<file path="src/rtl/isa_pkg.sv">
`default_nettype none

package isa_pkg;

	// data width, fixed by the base isa
	localparam int XLEN = 32;

	typedef logic [4:0] reg_idx_t;

	// major opcodes handled by this core
	localparam logic [6:0] OPC_OP     = 7'b0110011;
	localparam logic [6:0] OPC_OP_IMM = 7'b0010011;
	localparam logic [6:0] OPC_LUI    = 7'b0110111;
	localparam logic [6:0] OPC_AUIPC  = 7'b0010111;

	// funct3 for the integer arithmetic group
	localparam logic [2:0] F3_ADD  = 3'b000;
	localparam logic [2:0] F3_SLL  = 3'b001;
	localparam logic [2:0] F3_SLT  = 3'b010;
	localparam logic [2:0] F3_SLTU = 3'b011;
	localparam logic [2:0] F3_XOR  = 3'b100;
	localparam logic [2:0] F3_SR   = 3'b101;
	localparam logic [2:0] F3_OR   = 3'b110;
	localparam logic [2:0] F3_AND  = 3'b111;

	// picks sub over add and sra over srl
	localparam logic [6:0] FUNCT7_ALT = 7'b0100000;

	// register-register format
	typedef struct packed {
		logic [6:0] funct7;
		reg_idx_t   rs2;
		reg_idx_t   rs1;
		logic [2:0] funct3;
		reg_idx_t   rd;
		logic [6:0] opcode;
	} rv_r_t;

	// register-immediate format, shamt sits in the low imm bits
	typedef struct packed {
		logic [11:0] imm12;
		reg_idx_t    rs1;
		logic [2:0]  funct3;
		reg_idx_t    rd;
		logic [6:0]  opcode;
	} rv_i_t;

	// upper-immediate format for lui and auipc
	typedef struct packed {
		logic [19:0] imm20;
		reg_idx_t    rd;
		logic [6:0]  opcode;
	} rv_u_t;

	// one instruction word, three ways of reading it
	typedef union packed {
		rv_r_t r;
		rv_i_t i;
		rv_u_t u;
	} rv_inst_u;

endpackage

`default_nettype wire

</file>
<file path="src/rtl/exe_pkg.sv">
`default_nettype none

package exe_pkg;

	import isa_pkg::*;

	// alu operation codes
	typedef enum logic [3:0] {
		ALU_ADD   = 4'b0000,
		ALU_SUB   = 4'b0001,
		ALU_SLL   = 4'b0010,
		ALU_SLT   = 4'b0011,
		ALU_SLTU  = 4'b0100,
		ALU_XOR   = 4'b0101,
		ALU_SRL   = 4'b0110,
		ALU_SRA   = 4'b0111,
		ALU_OR    = 4'b1000,
		ALU_AND   = 4'b1001,
		ALU_PASS2 = 4'b1010
	} alu_op_e;

	// first alu operand source
	typedef enum logic [1:0] {
		S1_ZERO = 2'b00,
		S1_REG  = 2'b01,
		S1_PC   = 2'b10
	} src1_sel_e;

	// second alu operand source
	typedef enum logic [1:0] {
		S2_REG  = 2'b00,
		S2_IMM  = 2'b01,
		S2_PC   = 2'b10,
		S2_ZERO = 2'b11
	} src2_sel_e;

	// decode to execute
	typedef struct packed {
		logic            valid;
		alu_op_e         alu_op;
		src1_sel_e       src1_sel;
		src2_sel_e       src2_sel;
		reg_idx_t        rs1;
		reg_idx_t        rs2;
		logic [XLEN-1:0] reg1;
		logic [XLEN-1:0] reg2;
		logic [XLEN-1:0] imm;
		logic [XLEN-1:0] pc;
		logic            wd;
		reg_idx_t        wreg;
	} id_bundle_t;

	// execute result, also the register file write port
	typedef struct packed {
		logic            valid;
		logic            wd;
		reg_idx_t        wreg;
		logic [XLEN-1:0] wdata;
	} wb_t;

endpackage

`default_nettype wire

</file>
<file path="src/rtl/alu.sv">
`timescale 1ns/10ps
`default_nettype none

module alu
	import isa_pkg::*;
	import exe_pkg::*;
(
	input  logic [XLEN-1:0] src1_i,
	input  logic [XLEN-1:0] src2_i,
	input  alu_op_e         alu_op_i,
	output logic [XLEN-1:0] result_o
);

	// shift amount is the low five bits only
	logic [4:0] shamt;

	assign shamt = src2_i[4:0];

	always_comb begin
		case (alu_op_i)
			ALU_ADD:
				result_o = src1_i + src2_i;
			ALU_SUB:
				result_o = src1_i - src2_i;
			ALU_SLL:
				result_o = src1_i << shamt;
			// compares give a single bit, zero extended
			ALU_SLT:
				result_o = {{(XLEN-1){1'b0}}, $signed(src1_i) < $signed(src2_i)};
			ALU_SLTU:
				result_o = {{(XLEN-1){1'b0}}, src1_i < src2_i};
			ALU_XOR:
				result_o = src1_i ^ src2_i;
			ALU_SRL:
				result_o = src1_i >> shamt;
			// sign bit fills from the left
			ALU_SRA:
				result_o = $unsigned($signed(src1_i) >>> shamt);
			ALU_OR:
				result_o = src1_i | src2_i;
			ALU_AND:
				result_o = src1_i & src2_i;
			// lui path, src2 is already the upper immediate
			ALU_PASS2:
				result_o = src2_i;
			default:
				result_o = '0;
		endcase
	end

endmodule

`default_nettype wire

</file>
<file path="src/rtl/reg_file.sv">
`timescale 1ns/10ps
`default_nettype none

module reg_file
	import isa_pkg::*;
	import exe_pkg::*;
(
	input  logic            clk_i,
	input  logic            arst_n_i,
	input  reg_idx_t        rs1_i,
	input  reg_idx_t        rs2_i,
	output logic [XLEN-1:0] rdata1_o,
	output logic [XLEN-1:0] rdata2_o,
	input  wb_t             wb_i
);

	// x0 has no storage
	logic [XLEN-1:0] regs [31:1];
	logic            we;

	// write only real results to a nonzero index
	assign we = wb_i.valid && wb_i.wd && (wb_i.wreg != '0);

	// one read port, new data wins on a same-cycle write
	function automatic logic [XLEN-1:0] read_port(input reg_idx_t idx);
		if (idx == '0)
			return '0;
		else if (we && (idx == wb_i.wreg))
			return wb_i.wdata;
		else
			return regs[idx];
	endfunction

	always_ff @(posedge clk_i or negedge arst_n_i) begin
		if (!arst_n_i) begin
			for (int k = 1; k < 32; k++)
				regs[k] <= '0;
		end else if (we) begin
			regs[wb_i.wreg] <= wb_i.wdata;
		end
	end

	always_comb begin
		rdata1_o = read_port(rs1_i);
		rdata2_o = read_port(rs2_i);
	end

endmodule

`default_nettype wire

</file>
<file path="src/rtl/inst_decode.sv">
`timescale 1ns/10ps
`default_nettype none

module inst_decode
	import isa_pkg::*;
	import exe_pkg::*;
(
	input  logic            clk_i,
	input  logic            arst_n_i,
	input  logic            inst_valid_i,
	input  rv_inst_u        inst_i,
	input  logic [XLEN-1:0] pc_i,
	output reg_idx_t        rs1_o,
	output reg_idx_t        rs2_o,
	input  logic [XLEN-1:0] rdata1_i,
	input  logic [XLEN-1:0] rdata2_i,
	output id_bundle_t      id_o
);

	alu_op_e         dec_op;
	src1_sel_e       dec_s1;
	src2_sel_e       dec_s2;
	logic [XLEN-1:0] dec_imm;
	logic            dec_wd;
	reg_idx_t        dec_rs1;
	reg_idx_t        dec_rs2;
	id_bundle_t      id_q;

	// funct3 to alu op, sub only exists in the register form
	function automatic alu_op_e f3_to_op(input logic [2:0] f3, input logic alt,
		input logic sub_ok);
		case (f3)
			F3_ADD:  return (alt && sub_ok) ? ALU_SUB : ALU_ADD;
			F3_SLL:  return ALU_SLL;
			F3_SLT:  return ALU_SLT;
			F3_SLTU: return ALU_SLTU;
			F3_XOR:  return ALU_XOR;
			F3_SR:   return alt ? ALU_SRA : ALU_SRL;
			F3_OR:   return ALU_OR;
			default: return ALU_AND;
		endcase
	endfunction

	always_comb begin
		// defaults describe an unknown opcode, no write
		dec_op  = ALU_ADD;
		dec_s1  = S1_ZERO;
		dec_s2  = S2_ZERO;
		dec_imm = '0;
		dec_wd  = 1'b0;
		dec_rs1 = '0;
		dec_rs2 = '0;
		case (inst_i.r.opcode)
			OPC_OP: begin
				dec_op  = f3_to_op(inst_i.r.funct3, inst_i.r.funct7 == FUNCT7_ALT, 1'b1);
				dec_s1  = S1_REG;
				dec_s2  = S2_REG;
				dec_rs1 = inst_i.r.rs1;
				dec_rs2 = inst_i.r.rs2;
				dec_wd  = 1'b1;
			end
			OPC_OP_IMM: begin
				// top imm bits act as funct7 for srli / srai
				dec_op  = f3_to_op(inst_i.i.funct3, inst_i.i.imm12[11:5] == FUNCT7_ALT, 1'b0);
				dec_s1  = S1_REG;
				dec_s2  = S2_IMM;
				dec_imm = {{(XLEN-12){inst_i.i.imm12[11]}}, inst_i.i.imm12};
				dec_rs1 = inst_i.i.rs1;
				dec_wd  = 1'b1;
			end
			OPC_LUI: begin
				dec_op  = ALU_PASS2;
				dec_s2  = S2_IMM;
				dec_imm = {inst_i.u.imm20, 12'b0};
				dec_wd  = 1'b1;
			end
			OPC_AUIPC: begin
				dec_s1  = S1_PC;
				dec_s2  = S2_IMM;
				dec_imm = {inst_i.u.imm20, 12'b0};
				dec_wd  = 1'b1;
			end
			default: ;
		endcase
	end

	// register file read addresses, data comes back this cycle
	assign rs1_o = dec_rs1;
	assign rs2_o = dec_rs2;

	always_ff @(posedge clk_i or negedge arst_n_i) begin
		if (!arst_n_i) begin
			id_q <= '0;
		end else begin
			id_q.valid <= inst_valid_i;
			// hold the payload between strobes
			if (inst_valid_i) begin
				id_q.alu_op   <= dec_op;
				id_q.src1_sel <= dec_s1;
				id_q.src2_sel <= dec_s2;
				id_q.rs1      <= dec_rs1;
				id_q.rs2      <= dec_rs2;
				id_q.reg1     <= rdata1_i;
				id_q.reg2     <= rdata2_i;
				id_q.imm      <= dec_imm;
				id_q.pc       <= pc_i;
				id_q.wd       <= dec_wd;
				id_q.wreg     <= inst_i.r.rd;
			end
		end
	end

	assign id_o = id_q;

endmodule

`default_nettype wire

</file>
<file path="src/rtl/exe_stage.sv">
`timescale 1ns/10ps
`default_nettype none

module exe_stage
	import isa_pkg::*;
	import exe_pkg::*;
(
	input  logic       clk_i,
	input  logic       arst_n_i,
	input  id_bundle_t id_i,
	output wb_t        wb_o
);

	wb_t             wb_q;
	logic            fwd_ok;
	logic [XLEN-1:0] reg1;
	logic [XLEN-1:0] reg2;
	logic [XLEN-1:0] src1;
	logic [XLEN-1:0] src2;
	logic [XLEN-1:0] result;

	// held writeback is a live register write
	assign fwd_ok = wb_q.valid && wb_q.wd && (wb_q.wreg != '0);

	// bypass from the previous instruction on an index match
	assign reg1 = (fwd_ok && (wb_q.wreg == id_i.rs1)) ? wb_q.wdata : id_i.reg1;
	assign reg2 = (fwd_ok && (wb_q.wreg == id_i.rs2)) ? wb_q.wdata : id_i.reg2;

	always_comb begin
		case (id_i.src1_sel)
			S1_REG:  src1 = reg1;
			S1_PC:   src1 = id_i.pc;
			default: src1 = '0;
		endcase
		case (id_i.src2_sel)
			S2_REG:  src2 = reg2;
			S2_IMM:  src2 = id_i.imm;
			S2_PC:   src2 = id_i.pc;
			default: src2 = '0;
		endcase
	end

	alu i_alu (
		.src1_i   (src1),
		.src2_i   (src2),
		.alu_op_i (id_i.alu_op),
		.result_o (result)
	);

	always_ff @(posedge clk_i or negedge arst_n_i) begin
		if (!arst_n_i) begin
			wb_q <= '0;
		end else begin
			wb_q.valid <= id_i.valid;
			// a bubble must not look like a write
			wb_q.wd    <= id_i.valid && id_i.wd;
			wb_q.wreg  <= id_i.wreg;
			wb_q.wdata <= result;
		end
	end

	assign wb_o = wb_q;

endmodule

`default_nettype wire

</file>
<file path="src/rtl/exe_core.sv">
`timescale 1ns/10ps
`default_nettype none

module exe_core
	import isa_pkg::*;
	import exe_pkg::*;
(
	input  logic            clk_i,
	input  logic            arst_n_i,
	input  logic            inst_valid_i,
	input  rv_inst_u        inst_i,
	input  logic [XLEN-1:0] pc_i,
	output wb_t             wb_o
);

	reg_idx_t        rs1;
	reg_idx_t        rs2;
	logic [XLEN-1:0] rdata1;
	logic [XLEN-1:0] rdata2;
	id_bundle_t      id_bundle;
	// one writeback feeds both the register file and the output
	wb_t             wb;

	inst_decode i_inst_decode (
		.clk_i        (clk_i),
		.arst_n_i     (arst_n_i),
		.inst_valid_i (inst_valid_i),
		.inst_i       (inst_i),
		.pc_i         (pc_i),
		.rs1_o        (rs1),
		.rs2_o        (rs2),
		.rdata1_i     (rdata1),
		.rdata2_i     (rdata2),
		.id_o         (id_bundle)
	);

	reg_file i_reg_file (
		.clk_i    (clk_i),
		.arst_n_i (arst_n_i),
		.rs1_i    (rs1),
		.rs2_i    (rs2),
		.rdata1_o (rdata1),
		.rdata2_o (rdata2),
		.wb_i     (wb)
	);

	exe_stage i_exe_stage (
		.clk_i    (clk_i),
		.arst_n_i (arst_n_i),
		.id_i     (id_bundle),
		.wb_o     (wb)
	);

	assign wb_o = wb;

endmodule

`default_nettype wire

</file>
<file path="config.mk">
export PLATFORM = sky130hd
export DESIGN_NAME = exe_core
export DESIGN_NICKNAME = d
export VERILOG_FILES = /design/src/rtl/isa_pkg.sv /design/src/rtl/exe_pkg.sv /design/src/rtl/alu.sv /design/src/rtl/reg_file.sv /design/src/rtl/inst_decode.sv /design/src/rtl/exe_stage.sv /design/src/rtl/exe_core.sv
export SDC_FILE = /design/constraint.sdc
export NUM_CORES = 2
export LEC_CHECK = 0
export BUFFER_PORTS_ARGS = -buffer_cell sky130_fd_sc_hd__buf_2
export CAP_MARGIN = 0
export CORE_UTILIZATION = 55
export CTS_BUF_LIST = sky130_fd_sc_hd__clkbuf_4 sky130_fd_sc_hd__clkbuf_8 sky130_fd_sc_hd__clkbuf_16
export CTS_CLUSTER_DIAMETER = 30
export DETAILED_ROUTE_END_ITERATION = 10
export GPL_ROUTABILITY_DRIVEN = 0
export PLACE_DENSITY = 0.71
export SLEW_MARGIN = 0
export SYNTH_ARGS = -nofsm -noshare
export SYNTH_HDL_FRONTEND = slang
export SYNTH_HIERARCHICAL = 1
export SYNTH_SLANG_ARGS = --single-unit
</file>
<file path="constraint.sdc">
create_clock -name clk_i -period 16.7 [get_ports clk_i]
set_input_delay 4.175 -clock clk_i [delete_from_list [all_inputs] [get_ports clk_i]]
set_output_delay 4.175 -clock clk_i [all_outputs]
set_load 0.01 [all_outputs]
</file>
==> out/results.ini <==
[synthesis]
synth_edf_count = 0
ys_seq_area_share_pct = 41.0
synth_fa_ha_area_share_pct = 1.82
synthDistinctLibCells = 97
synth_top_family_by_area = multiplexers
synth_nets = 6188
synth-simple-area-share_pct = 6.34
synth_cells = 6017
yosysWarnings = 6
synth_compound_area_share_pct = 11.5
synthMuxAreaShare_pct = 34.7
avgSynthCellArea_um2 = 12.0
ys_seq_elements = 1184
synthTopCellsByArea = dfrtp_1, mux2_2, mux4_2
synthFlopType = dfrtp_1
synth_area_um2 = 72200
synth_async_sr_flop_share_pct = 100
yosys.area.top_type = dfrtp_1
synthXorXnorAreaFrac_pct = 0.279
synth_top_cell_area_share_pct = 41.0

[global_routing]
antenna_found_initial = 6
grt_pass1_wl_um = 375000
grt_pass1_vias = 57600
grt_max_degree = 175
grt_usage_pct = 37.9
grt_overflow = 0

[routing]
vias = 57400
drtPass1Iterations = 11
wirelength_um = 252000
drt_iter0_drc = 8052
drt-wirelength-per-cell_um = 31.9
antenna_left = 0
drc_errors = 11
via_per_inst = 7.25

[sta]
setup_tns_ps = 0
hold_violations = 0
period_share_pct = 53.7
period_minus_slack_ps = 8960
rsz0062_at_grt = no
finalHoldWorstSlack_ps = 358
skew_ps = 72.7
setup-violations-final = 0
fin_ws_ps = 7740
slew_headroom_pct = -1.11
max_clock_freq_mhz = 112
worst-slew-pin-transition_ps = 1480
drv_slew = 1

[final_layout]
fin_cells = 7912
syn2layout_area_growth_pct = 15.5
ff_latch_area_um2 = 29600
drive_above_1_share_pct = 40.5
nets = 6147
design_area_um2 = 83400
fill_cells = 9530
multi_input_area_um2 = 39900

[power]
p_leak_uw = 0.0363
power_density_nw_per_um2 = 103
ir_drop_mv = 0.111

[outcome]
status = finished with violations
violations = DRC, capacitance limit, slew limit

[critical_path]
required_ps = 17510
reg2reg_from = i_exe_stage/wb_o[36]$_DFF_PN0_
cp_top_family = simple AND/OR/NAND/NOR gates
crit_buf_inv = 5
cpMaxStageDelayCell = nor4_1
critPathArrivalTime_ps = 9780
path_cells = buf_2, or3b_1, nor3_2, buf_4, and3_4, buf_4, buf_4, nor2b_4, buf_4, a221oi_1, nor4_1, nor4_1, a211oi_1, mux2_2
cpPeakStageDelay_ps = 940
crit_path_end_kind = flop
worstSetupPathType = primary input to flop
path_max_fanout = 43
crit_start = inst_i[3]
path_common_cell = buf_4
critPathLaunchType = primary input

[floorplan]
initial_core_util_pct = 55.6
io-pin-count = 106
fp.dieW_um = 364
core_um2 = 130000
die_h_um = 364
die-area_um2 = 133000
rows = 132

[cts]
clk_latency_ps = 900
cts_made_buffers = 274
clock_sinks = 1184
cts_tree = yes
cts.hold.buffers_added = 0
clkTransAtPathRegs_ps = 50
cts_buffer_depth = 4
post_cts_buffers = 0
post_cts_resized = 0
htreeDepth = 5
root_buffer = clkbuf_16

[placement]
port_buffers = 105
dp_slack_ps = 7180
placed_cell_area_um2 = 74000
dp_hpwl_um = 152000
dp_cells = 7442

[hold_path]
hold_path.class = flop to flop
worstHoldStart = i_inst_decode/id_o[152]$_DFF_PN0_

[job]
cap_violations = 1

-- cells in the mapped netlist, types with 42 or more instances --
cell type,number
a211oi_1,60
a21oi_1,176
a221o_1,61
a221oi_1,63
a22o_1,45
a22oi_1,209
buf_1,89
buf_2,182
clkbuf_1,276
dfrtp_1,1184
ha_1,102
inv_1,97
mux2_2,1283
mux2i_1,362
mux4_2,290
nand2_1,203
nand2b_1,51
nand3_1,54
nor2_1,267
nor2b_1,42
nor3_1,76
nor4_1,76
o21ai_0,91
o21ai_1,63
o22ai_1,114
-- state kept, by name (all words and copies together), names as in the netlist --
| signal | count |
|---|---|
| i_reg_file/regs | 992 |
| i_exe_stage/wb_o | 39 |
| i_inst_decode/id_o | 153 |
-- logic make-up (layout without fill, tap and decap cells) --
kind of cell    after synthesis  count (layout)
compound gates             1141            1141
simple gates                905             905
flops                      1184            1184
other cells                   0               4
mux                        1959            1959
fa+ha+maj                   104             104
xor+xnor                     23              23
buf+inv                     701             850
-- layout by cell type, fill, tap and decap left out, types with 102 or more instances in the layout --
master,count
dfrtp_1,1184
mux4_2,290
a21oi_1,176
mux2i_1,362
buf_4,172
clkbuf_16,279
buf_2,103
ha_1,102
o22ai_1,114
a22oi_1,209
nor2_1,245
nand2_1,192
mux2_2,1283
-- per-stage QoR --
stage / total power, uW / utilization, %
after global routing: 8790 / 64.2
after floorplan: 3020 / -
after CTS: 8630 / 64.2
final: 8600 / 64.2
after detailed placement: 3140 / 56.9
after global placement: 3140 / 56.9
-- report_power, final --
group          switching, uW  total, uW  internal [uW]  leakage [uW]
Combinational            144        191           47.0        0.0152
Clock                   1690       5500           3810       0.00460
Sequential              23.1       2910           2890        0.0164
Total                   1860       8600           6740        0.0363
-- final timing paths --
| path | endpoint | slack, ps | depth (start not counted) |
|---|---|---|---|
| max | i_inst_decode/id_o[82]$_DFFE_PN0P_ | 7740 | 14 |
| min | i_exe_stage/wb_o[38]$_DFF_PN0_ | 360 | 0 |
| max reg2reg | i_exe_stage/wb_o[29]$_DFF_PN0_ | 9270 | 17 |
| min reg2reg | i_exe_stage/wb_o[38]$_DFF_PN0_ | 360 | 0 |
| max in group asynchronous | i_reg_file/regs[488]$_DFFE_PN0P_ | 9970 | 4 |
| min in group asynchronous | i_reg_file/regs[683]$_DFFE_PN0P_ | 3340 | 1 |
-- cell type report --
cell class,instances,area share [%]
multi-input combinational,4132,47.8
sequential,1184,35.5
clock buffer,342,9.14
tap,1742,2.61
timing repair buffer,283,2.34
clock inverter,124,2.17
inverter,101,0.454
antenna,4,0.0120
-- metal layers --
layer / global-route usage, % / vias to the layer above / part of all wire (%)
met1: 49.6 / 29300 / 38
met5: 0.799 / - / 0.084
met4: 24.1 / 8 / 6.9
li1: - / 22900 / -
met2: 53.7 / 4133 / 43
met3: 12.8 / 1015 / 13
(Power assumes the default switching activity.)
